$ cat config.mk
export PLATFORM = sky130hd
export DESIGN_NAME = frontend
export DESIGN_NICKNAME = d
export VERILOG_FILES = /design/src/source/frontendPkg.sv /design/src/source/frontendIfc.sv /design/src/source/cmdIntake.sv /design/src/source/frontend.sv /design/src/source/integrityVerifier.sv /design/src/source/posMap.sv /design/src/source/uoramController.sv
export SDC_FILE = /design/constraint.sdc
export NUM_CORES = 2
export LEC_CHECK = 0
export BUFFER_PORTS_ARGS = -buffer_cell sky130_fd_sc_hd__buf_2
export CORE_MARGIN = 1
export CORE_UTILIZATION = 62
export CTS_CLUSTER_SIZE = 28
export DETAILED_ROUTE_END_ITERATION = 16
export PLACE_DENSITY = 0.79
export REMOVE_ABC_BUFFERS = 1
export SYNTH_ARGS = -nofsm -noshare
export SYNTH_HDL_FRONTEND = slang
export SYNTH_SLANG_ARGS = --single-unit
$ cat constraint.sdc
create_clock -name Clock -period 5.45 [get_ports Clock]
set_input_delay 1.09 -clock Clock [delete_from_list [all_inputs] [get_ports Clock]]
set_output_delay 1.09 -clock Clock [all_outputs]
set_load 0.01 [all_outputs]
$ cat src/source/frontendPkg.sv
/* Single-beat blocks only: one block is one dataWidth beat.
   The tag rule assumes addrWidth equals tagWidth and a 32-bit block. */

package frontendPkg;

    // ==========================================================
    // Widths
    // ==========================================================
    localparam int addrWidth = 8;
    localparam int leafWidth = 6;
    localparam int dataWidth = 32;
    localparam int tagWidth  = 8;

    // LFSR start value, must not be zero
    localparam logic [leafWidth-1:0] leafSeed = 6'h2d;

    // ==========================================================
    // Command and payload types
    // ==========================================================
    typedef enum logic [1:0] {
        cmdRead       = 2'd0,
        cmdWrite      = 2'd1,
        cmdReadRemove = 2'd2
    } cmdT;

    typedef logic [dataWidth-1:0] dataT;

    // One program request, data is don't-care for reads
    typedef struct packed {
        cmdT                  cmd;
        logic [addrWidth-1:0] addr;
        dataT                 data;
    } reqT;

    // Block as kept in the backend
    typedef struct packed {
        dataT                data;
        logic [tagWidth-1:0] tag;
    } taggedT;

    // Tag is the XOR of the four data bytes and the block address
    function automatic logic [tagWidth-1:0] blockTag(input dataT data,
                                                     input logic [addrWidth-1:0] addr);
        return data[31:24] ^ data[23:16] ^ data[15:8] ^ data[7:0] ^ addr;
    endfunction

endpackage

$ cat src/source/frontendIfc.sv
/* Ready-valid links inside the frontend. A transfer needs valid and ready high
   at a rising edge; the source holds valid and payload until then. */

`timescale 1ns/1ps

// Generic data stream, payload type chosen per instance
interface streamIf #(
    parameter type payloadT = logic
);
    logic    valid;
    logic    ready;
    payloadT payload;

    modport source (output valid, output payload, input ready);
    modport sink   (input valid, input payload, output ready);
endinterface

// Frontend to backend access command
interface beCmdIf;
    logic                                 valid;
    logic                                 ready;
    frontendPkg::cmdT                     cmd;
    logic [frontendPkg::addrWidth-1:0]    addr;
    logic [frontendPkg::leafWidth-1:0]    oldLeaf;
    logic [frontendPkg::leafWidth-1:0]    newLeaf;

    modport source (output valid, output cmd, output addr, output oldLeaf,
                    output newLeaf, input ready);
    modport sink   (input valid, input cmd, input addr, input oldLeaf,
                    input newLeaf, output ready);
endinterface

$ cat src/source/cmdIntake.sv
/* Holds one request. Write data is only taken after its write command,
   so a data beat sent early waits on a low dataInReady. */

`timescale 1ns/1ps

module cmdIntake (
    input  logic                              Clock,
    input  logic                              reset,
    input  logic                              cmdInValid,
    output logic                              cmdInReady,
    input  frontendPkg::cmdT                  cmdIn,
    input  logic [frontendPkg::addrWidth-1:0] progAddrIn,
    input  logic                              dataInValid,
    output logic                              dataInReady,
    input  frontendPkg::dataT                 dataIn,
    streamIf.source                           req
);

    logic             pendingWrite;
    logic             reqValid;
    frontendPkg::reqT reqReg;
    logic             cmdFire;
    logic             dataFire;

    assign cmdFire  = cmdInValid && cmdInReady;
    assign dataFire = dataInValid && dataInReady;

    // Both inputs stall while a request is held
    assign cmdInReady  = !pendingWrite && !reqValid;
    assign dataInReady = pendingWrite && !reqValid;

    always_ff @(posedge Clock) begin
        if (reset) begin
            pendingWrite <= 1'b0;
            reqValid     <= 1'b0;
        end else begin
            if (cmdFire) begin
                if (cmdIn == frontendPkg::cmdWrite) begin
                    pendingWrite <= 1'b1;
                end else begin
                    reqValid <= 1'b1;
                end
            end
            if (dataFire) begin
                pendingWrite <= 1'b0;
                reqValid     <= 1'b1;
            end
            if (req.valid && req.ready) begin
                reqValid <= 1'b0;
            end
        end
    end

    always_ff @(posedge Clock) begin
        if (cmdFire) begin
            reqReg.cmd  <= cmdIn;
            reqReg.addr <= progAddrIn;
            reqReg.data <= '0;
        end
        if (dataFire) begin
            reqReg.data <= dataIn;
        end
    end

    assign req.valid   = reqValid;
    assign req.payload = reqReg;

endmodule

$ cat src/source/frontend.sv
/* Path ORAM frontend without recursion or PLB; the tree backend sits outside.
   End of a command is its storeData or returnData transfer. */

`timescale 1ns/1ps

module frontend (
    input  logic                              Clock,
    input  logic                              reset,
    input  logic                              cmdInValid,
    output logic                              cmdInReady,
    input  frontendPkg::cmdT                  cmdIn,
    input  logic [frontendPkg::addrWidth-1:0] progAddrIn,
    input  logic                              dataInValid,
    output logic                              dataInReady,
    input  frontendPkg::dataT                 dataIn,
    output logic                              returnDataValid,
    input  logic                              returnDataReady,
    output frontendPkg::dataT                 returnData,
    output logic                              cmdOutValid,
    input  logic                              cmdOutReady,
    output frontendPkg::cmdT                  cmdOut,
    output logic [frontendPkg::addrWidth-1:0] addrOut,
    output logic [frontendPkg::leafWidth-1:0] oldLeaf,
    output logic [frontendPkg::leafWidth-1:0] newLeaf,
    output logic                              storeDataValid,
    input  logic                              storeDataReady,
    output frontendPkg::taggedT               storeData,
    input  logic                              loadDataValid,
    output logic                              loadDataReady,
    input  frontendPkg::taggedT               loadData,
    output logic                              integrityError
);

    streamIf #(.payloadT(frontendPkg::reqT))  reqLink ();
    streamIf #(.payloadT(frontendPkg::dataT)) storeLink ();
    streamIf #(.payloadT(frontendPkg::dataT)) loadLink ();
    beCmdIf                                   cmdLink ();

    cmdIntake cmdIntake_inst (
        .Clock       (Clock),
        .reset       (reset),
        .cmdInValid  (cmdInValid),
        .cmdInReady  (cmdInReady),
        .cmdIn       (cmdIn),
        .progAddrIn  (progAddrIn),
        .dataInValid (dataInValid),
        .dataInReady (dataInReady),
        .dataIn      (dataIn),
        .req         (reqLink)
    );

    uoramController uoramController_inst (
        .Clock           (Clock),
        .reset           (reset),
        .req             (reqLink),
        .beCmd           (cmdLink),
        .store           (storeLink),
        .load            (loadLink),
        .returnDataValid (returnDataValid),
        .returnDataReady (returnDataReady),
        .returnData      (returnData)
    );

    integrityVerifier integrityVerifier_inst (
        .Clock          (Clock),
        .reset          (reset),
        .feCmd          (cmdLink),
        .feStore        (storeLink),
        .feLoad         (loadLink),
        .cmdOutValid    (cmdOutValid),
        .cmdOutReady    (cmdOutReady),
        .cmdOut         (cmdOut),
        .addrOut        (addrOut),
        .oldLeaf        (oldLeaf),
        .newLeaf        (newLeaf),
        .storeDataValid (storeDataValid),
        .storeDataReady (storeDataReady),
        .storeData      (storeData),
        .loadDataValid  (loadDataValid),
        .loadDataReady  (loadDataReady),
        .loadData       (loadData),
        .integrityError (integrityError)
    );

endmodule

$ cat src/source/integrityVerifier.sv
/* Zero-latency pass-through. Store tags use the address of the command in
   flight; a bad load tag sets integrityError until reset. */

`timescale 1ns/1ps

module integrityVerifier (
    input  logic                              Clock,
    input  logic                              reset,
    beCmdIf.sink                              feCmd,
    streamIf.sink                             feStore,
    streamIf.source                           feLoad,
    output logic                              cmdOutValid,
    input  logic                              cmdOutReady,
    output frontendPkg::cmdT                  cmdOut,
    output logic [frontendPkg::addrWidth-1:0] addrOut,
    output logic [frontendPkg::leafWidth-1:0] oldLeaf,
    output logic [frontendPkg::leafWidth-1:0] newLeaf,
    output logic                              storeDataValid,
    input  logic                              storeDataReady,
    output frontendPkg::taggedT               storeData,
    input  logic                              loadDataValid,
    output logic                              loadDataReady,
    input  frontendPkg::taggedT               loadData,
    output logic                              integrityError
);

    logic [frontendPkg::addrWidth-1:0] loadAddr;
    logic                              errorFlag;
    logic                              tagBad;

    // ==========================================================
    // Command path
    // ==========================================================
    assign cmdOutValid = feCmd.valid;
    assign feCmd.ready = cmdOutReady;
    assign cmdOut      = feCmd.cmd;
    assign addrOut     = feCmd.addr;
    assign oldLeaf     = feCmd.oldLeaf;
    assign newLeaf     = feCmd.newLeaf;

    // Address of the block the next load belongs to
    always_ff @(posedge Clock) begin
        if (feCmd.valid && cmdOutReady && feCmd.cmd != frontendPkg::cmdWrite) begin
            loadAddr <= feCmd.addr;
        end
    end

    // ==========================================================
    // Store and load paths
    // ==========================================================
    assign storeDataValid = feStore.valid;
    assign feStore.ready  = storeDataReady;
    assign storeData.data = feStore.payload;
    assign storeData.tag  = frontendPkg::blockTag(feStore.payload, feCmd.addr);

    assign feLoad.valid   = loadDataValid;
    assign loadDataReady  = feLoad.ready;
    assign feLoad.payload = loadData.data;

    assign tagBad = loadData.tag != frontendPkg::blockTag(loadData.data, loadAddr);

    // Sticky error flag
    always_ff @(posedge Clock) begin
        if (reset) begin
            errorFlag <= 1'b0;
        end else if (loadDataValid && feLoad.ready && tagBad) begin
            errorFlag <= 1'b1;
        end
    end

    assign integrityError = errorFlag;

endmodule

$ cat src/source/posMap.sv
/* Lookup result appears one cycle after the address; updates land at the next edge.
   Unmapped addresses read back as leaf zero. */

`timescale 1ns/1ps

module posMap (
    input  logic                              Clock,
    input  logic                              reset,
    input  logic [frontendPkg::addrWidth-1:0] lookupAddr,
    output logic [frontendPkg::leafWidth-1:0] lookupLeaf,
    output logic                              lookupValid,
    input  logic                              updateEn,
    input  logic [frontendPkg::addrWidth-1:0] updateAddr,
    input  logic [frontendPkg::leafWidth-1:0] updateLeaf,
    input  logic                              updateValid
);

    localparam int numBlocks = 2 ** frontendPkg::addrWidth;

    logic [frontendPkg::leafWidth-1:0] leafMem [numBlocks];
    logic [numBlocks-1:0]              validVec;
    logic [frontendPkg::leafWidth-1:0] leafRd;
    logic                              validRd;

    // Leaf table
    always_ff @(posedge Clock) begin
        if (updateEn) begin
            leafMem[updateAddr] <= updateLeaf;
        end
        leafRd <= leafMem[lookupAddr];
    end

    // Valid bits, all entries unmapped after reset
    always_ff @(posedge Clock) begin
        if (reset) begin
            validVec <= '0;
            validRd  <= 1'b0;
        end else begin
            if (updateEn) begin
                validVec[updateAddr] <= updateValid;
            end
            validRd <= validVec[lookupAddr];
        end
    end

    assign lookupValid = validRd;
    assign lookupLeaf  = validRd ? leafRd : '0;

endmodule

$ cat src/source/uoramController.sv
/* One command in flight. Backend command goes out two cycles after a request
   is taken; the next request is taken only after store or return completes. */

`timescale 1ns/1ps

module uoramController (
    input  logic              Clock,
    input  logic              reset,
    streamIf.sink             req,
    beCmdIf.source            beCmd,
    streamIf.source           store,
    streamIf.sink             load,
    output logic              returnDataValid,
    input  logic              returnDataReady,
    output frontendPkg::dataT returnData
);

    typedef enum logic [2:0] {
        stateIdle,
        stateLookup,
        stateUpdate,
        stateCmd,
        stateStore,
        stateLoad,
        stateReturn
    } stateT;

    stateT                             state;
    logic [frontendPkg::leafWidth-1:0] lfsr;
    frontendPkg::cmdT                  cmdReg;
    logic [frontendPkg::addrWidth-1:0] addrReg;
    frontendPkg::dataT                 dataReg;
    logic [frontendPkg::leafWidth-1:0] oldLeafReg;
    logic [frontendPkg::leafWidth-1:0] newLeafReg;
    logic [frontendPkg::leafWidth-1:0] lookupLeaf;
    logic                              isRemove;

    assign isRemove = (cmdReg == frontendPkg::cmdReadRemove);

    posMap posMap_inst (
        .Clock       (Clock),
        .reset       (reset),
        .lookupAddr  (addrReg),
        .lookupLeaf  (lookupLeaf),
        .lookupValid (),
        .updateEn    (state == stateUpdate),
        .updateAddr  (addrReg),
        .updateLeaf  (lfsr),
        .updateValid (!isRemove)
    );

    // ==========================================================
    // Access FSM
    // ==========================================================
    always_ff @(posedge Clock) begin
        if (reset) begin
            state <= stateIdle;
            lfsr  <= frontendPkg::leafSeed;
        end else begin
            case (state)
                stateIdle: begin
                    if (req.valid) begin
                        state <= stateLookup;
                        // Taps for a maximal 6-bit sequence, never reaches zero
                        lfsr  <= {lfsr[4:0], lfsr[5] ^ lfsr[4]};
                    end
                end
                stateLookup: state <= stateUpdate;
                stateUpdate: state <= stateCmd;
                stateCmd: begin
                    if (beCmd.ready) begin
                        state <= (cmdReg == frontendPkg::cmdWrite) ? stateStore : stateLoad;
                    end
                end
                stateStore: begin
                    if (store.ready) begin
                        state <= stateIdle;
                    end
                end
                stateLoad: begin
                    if (load.valid) begin
                        state <= stateReturn;
                    end
                end
                stateReturn: begin
                    if (returnDataReady) begin
                        state <= stateIdle;
                    end
                end
                default: state <= stateIdle;
            endcase
        end
    end

    always_ff @(posedge Clock) begin
        if (state == stateIdle && req.valid) begin
            cmdReg  <= req.payload.cmd;
            addrReg <= req.payload.addr;
            dataReg <= req.payload.data;
        end
        if (state == stateUpdate) begin
            // Map gives leaf zero for unmapped addresses
            oldLeafReg <= lookupLeaf;
            newLeafReg <= isRemove ? '0 : lfsr;
        end
        if (load.valid && load.ready) begin
            dataReg <= load.payload;
        end
    end

    assign req.ready = (state == stateIdle);

    assign beCmd.valid   = (state == stateCmd);
    assign beCmd.cmd     = cmdReg;
    assign beCmd.addr    = addrReg;
    assign beCmd.oldLeaf = oldLeafReg;
    assign beCmd.newLeaf = newLeafReg;

    assign store.valid   = (state == stateStore);
    assign store.payload = dataReg;
    assign load.ready    = (state == stateLoad);

    assign returnDataValid = (state == stateReturn);
    assign returnData      = dataReg;

endmodule

==> Implementation_results.wiki <==
{| class="wikitable"
! Metric !! Value
|-
| Number of synthesized flops with an enable pin || 1,640
|-
| Worst hold path startpoint || cmdIntake_inst.req.payload[37]$_DFFE_PP_
|-
| Area of the multi-input gates || roughly 20,000 µm²
|-
| Initial standard-cell utilization of the core || between 60% and 70%
|-
| Number of endpoints failing setup at the final stage || 0
|-
| Fill count || 7,096
|-
| Synth warnings || 0
|-
| Share of final-layout standard cells stronger than drive strength 1 || between 20% and 30%
|-
| Total core area || about 120,000 µm²
|-
| Row cnt || 127
|-
| Via density || 6.97
|-
| Kind of capture point of the worst setup path || flip-flop
|-
| Number of gates resized after CTS || 0
|-
| Hold buffer count at CTS || 0
|-
| Most used flip-flop cell after synthesis || edfxtp_1
|-
| Portion of total power attributed to combinational logic || a little over 9%
|-
| Portion of the post-synthesis area used by sequential elements || between 70% and 80%
|-
| CTS tree || built
|-
| # DRC || 0
|-
| Critical path type || reg -> reg
|-
| Vias || ~42k
|-
| Die Area || 124,000 µm²
|-
| Clock power share || 39.8%
|-
| Antenna-violating nets left || 0
|-
| Number of DRC violations after detailed-routing iteration 0 || just over 7k
|-
| Commonest cells after routing, fill and taps aside || 1,640 x edfxtp_1, 522 x mux4_2, 470 x nor2_1
|-
| Sequential group share of total power || 51.0%
|-
| Number of levels the H-tree was split into || 4
|-
| Status || completed
|-
| Data required time of the critical path || about 6.2 ns
|-
| HPWL after detailed placement || between 100,000 and 150,000 µm
|-
| Mapped cell area || between 70,000 and 80,000 µm²
|-
| IR drop worst, VDD || about 330 µV
|-
| Residual overflow from global routing || 0
|-
| Register-to-Register Setup Slack || 1.42 ns
|-
| Vias in the first global route || around 41k
|-
| First-pass detailed-route iteration total || 8
|-
| Synth Instances || about 4.1k
|-
| Final layout net count || ~4.4k
|-
| Most frequent standard cell in the layout excluding fill and tap cells || edfxtp_1
|-
| Cell leakage power || 26.6 nW
|-
| Clock root buffer || clkbuf_16
|-
| Largest clock skew in the final design || 0.0280 ns
|-
| Wire length of the first global-routing pass || around 290,000 µm
|-
| Global placement routability congestion || ~0.95
|-
| Async set-or-reset flop fraction in the synthesized netlist || 0%
|-
| Area Growth Syn to Fin || 11.3%
|-
| Final design area excluding fillers || 84,300 µm²
|-
| Horizontal die dimension || ~350 µm
|-
| RSZ-0062 raised after global routing || false
|-
| Antenna violations before repair || 7
|-
| Worst-case clock buffer depth || 3
|-
| Switching power total || roughly 7.7 mW
|-
| Final period util || between 70% and 80%
|-
| Critical path fanouts, max || around 100
|-
| Yosys cell types || 61
|-
| Headroom to the max-slew limit || 10.5%
|-
| Clock-pin slew on the worst setup and hold paths || ~0.060 ns
|-
| Number of port buffers || 190
|-
| Final Routed Wirelength || slightly below 200,000 µm
|-
| Data arrival time of the critical path || approximately 4.7 ns
|-
| Critical path launch point || uoramController_inst.beCmd.addr[1]$_DFFE_PP_
|-
| Clock insertion delay at the later pin of the skew report || 0.82 ns
|-
| Number of sinks driven by the clock tree || ~1.9k
|-
| Internal power consumption || 25.1 mW
|-
| Power per cell area || 388 nW/µm²
|-
| Termination of the worst setup path || uoramController_inst.posMap_inst.leafRd[3]$_DFF_P_
|-
| Reg area || about 55,000 µm²
|-
| Pin count of the biggest net entering global routing || 260
|-
| Post-DR wirelength/cell || between 30 and 40 µm
|-
| Vert. Die Dim || between 300 and 400 µm
|-
| Hold violation count in the final report || 0
|-
| Number of buffers added for setup after CTS || 0
|-
| Number of synthesized register bits || 1,915
|-
| Mean area per synthesized cell || between 15 and 20 µm²
|-
| Type of the tightest min-delay check || reg -> reg
|-
| Final Max Tran Viols || 0
|-
| Worst reg2reg endpoint || uoramController_inst.posMap_inst.leafRd[3]$_DFF_P_
|-
| Worst Reg-to-Reg Cells || 8
|-
| Area of placed instances || between 70,000 and 80,000 µm²
|-
| MaxCap Viol Count || 0
|-
| Number of clock buffers inserted by TritonCTS || ~180
|-
| Proportion of total power due to net switching || a little under a quarter
|-
| Sort of element at the start of the critical path || flip-flop
|-
| Min cycle time layout || 4.03 ns
|-
| Number of top-level design ports || between 150 and 200
|-
| Startpoint of the worst-slack reg-to-reg timing path || uoramController_inst.beCmd.addr[1]$_DFFE_PP_
|-
| Maximum operating frequency || roughly 250 MHz
|-
| Transition time at the pin with the least slew margin || 1.33 ns
|-
| Overall fraction of global-route tracks in use || about a third
|-
| Total Neg Setup Slack || 0 ns
|}
worst max-delay path, cell delays in order (launching register included):
cell      delay, ns
edfxtp_1       0.64
buf_4          0.36
buf_12         0.43
mux4_2         0.45
mux2i_1        0.21
o22ai_1        0.15
a211oi_1       0.91
nand3_1        0.14
or3_1          0.38
synthesized netlist by cell type, drive strengths merged, types with 3 or more instances:
cell type,count,area share [%]
a211oi,164,1.6
a21oi,77,0.51
a221oi,4,0.046
a22o,7,0.081
a22oi,53,0.53
a31oi,4,0.033
and2,20,0.17
and3,36,0.30
buf,143,1.1
clkbuf,164,0.81
dfxtp,275,7.3
edfxtp,1640,65
inv,7,0.035
mux2,34,0.51
mux2i,54,0.71
mux4,522,16
nand2,138,0.68
nand2b,6,0.050
nand3,53,0.35
nand4,5,0.041
nor2,471,2.3
nor2b,14,0.12
nor3,11,0.073
nor3b,5,0.063
nor4,5,0.041
nor4bb,4,0.053
o211ai,3,0.030
o21ai,99,0.65
o32ai,3,0.035
xnor2,66,0.76
xor2,8,0.093
metrics by stage:
step | setup slack, ns | std cells | util [%] | hold slack (ns) | power (mW)
floorplan | -13.77 | 3820 | - | 0.400 | 19.6
global placement | 1.59 | 5703 | 64.9 | 0.406 | 19.9
detailed placement | 1.49 | 5703 | 64.9 | 0.412 | 19.9
CTS | 1.48 | 6045 | 70.0 | 0.413 | 32.7
global route | 1.36 | 6046 | 70.0 | 0.434 | 33.4
finish | 1.42 | 6050 | 70.0 | 0.422 | 32.7
cells by family (layout without fill, tap and decap cells):
kind of cell / after synthesis / after routing / share of synthesized area, %
buffers and inverters: 314 / 620 / 1.93
and+or+nand+nor: 782 / 782 / 4.44
muxes: 610 / 610 / 16.7
other: 0 / 5 / 0
DFF: 1915 / 1915 / 72.3
AOI/OAI and AO/OA: 432 / 432 / 3.74
xor gates and xnor gates: 74 / 74 / 0.856
layer usage:
layer,routed length (µm),GRT usage [%],vias to the layer above,share of wire [%]
met4,9260,14.3,10,4.7
met2,92800,49.4,3119,47
li1,-,-,16800,-
met5,68,0,-,0.034
met3,25100,9.24,531,13
met1,71000,44.3,21700,36
flip-flops by register name (all words and copies together), names as in the netlist, 8 cells and up:
name                                       cells
uoramController_inst.posMap_inst.validVec    256
integrityVerifier_inst.loadAddr                8
uoramController_inst.beCmd.addr                8
cmdIntake_inst.req.payload                    42
uoramController_inst.posMap_inst.leafMem    1536
uoramController_inst.returnData               32
final cells by class:
cell class / instances / area share, %
Timing Repair Buffer: 271 / 2.11
Multi-Input combinational cell: 1898 / 23.2
Inverter: 7 / 0.0312
Sequential cell: 1915 / 65.0
Antenna cell: 5 / 0.0148
Clock buffer: 258 / 6.09
Clock inverter: 84 / 1.16
Tap cell: 1612 / 2.39
power groups by stage:
stage / clock network (mW) / logic (mW) / registers [mW]
after floorplan: 0 / 2.04 / 17.5
after global placement: 0 / 2.89 / 17.0
after detailed placement: 0 / 2.94 / 17.0
after CTS: 13.0 / 2.96 / 16.7
after global routing: 13.6 / 3.11 / 16.7
final: 13.0 / 3.00 / 16.7
how the worst min path moves through the flow:
| stage | end | cells after the start | slack [ns] |
|---|---|---|---|
| after global routing | uoramController_inst.beCmd.addr[5]$_DFFE_PP_ | 0 | 0.43 |
| final | uoramController_inst.beCmd.addr[5]$_DFFE_PP_ | 0 | 0.42 |
| after global placement | uoramController_inst.beCmd.addr[4]$_DFFE_PP_ | 0 | 0.41 |
| after floorplan | uoramController_inst.beCmd.addr[0]$_DFFE_PP_ | 0 | 0.40 |
| after detailed placement | uoramController_inst.beCmd.addr[7]$_DFFE_PP_ | 0 | 0.41 |
| after CTS | cmdIntake_inst.req.payload[35]$_DFFE_PP_ | 1 | 0.41 |
Note: power is estimated with default switching activity, not from simulation.
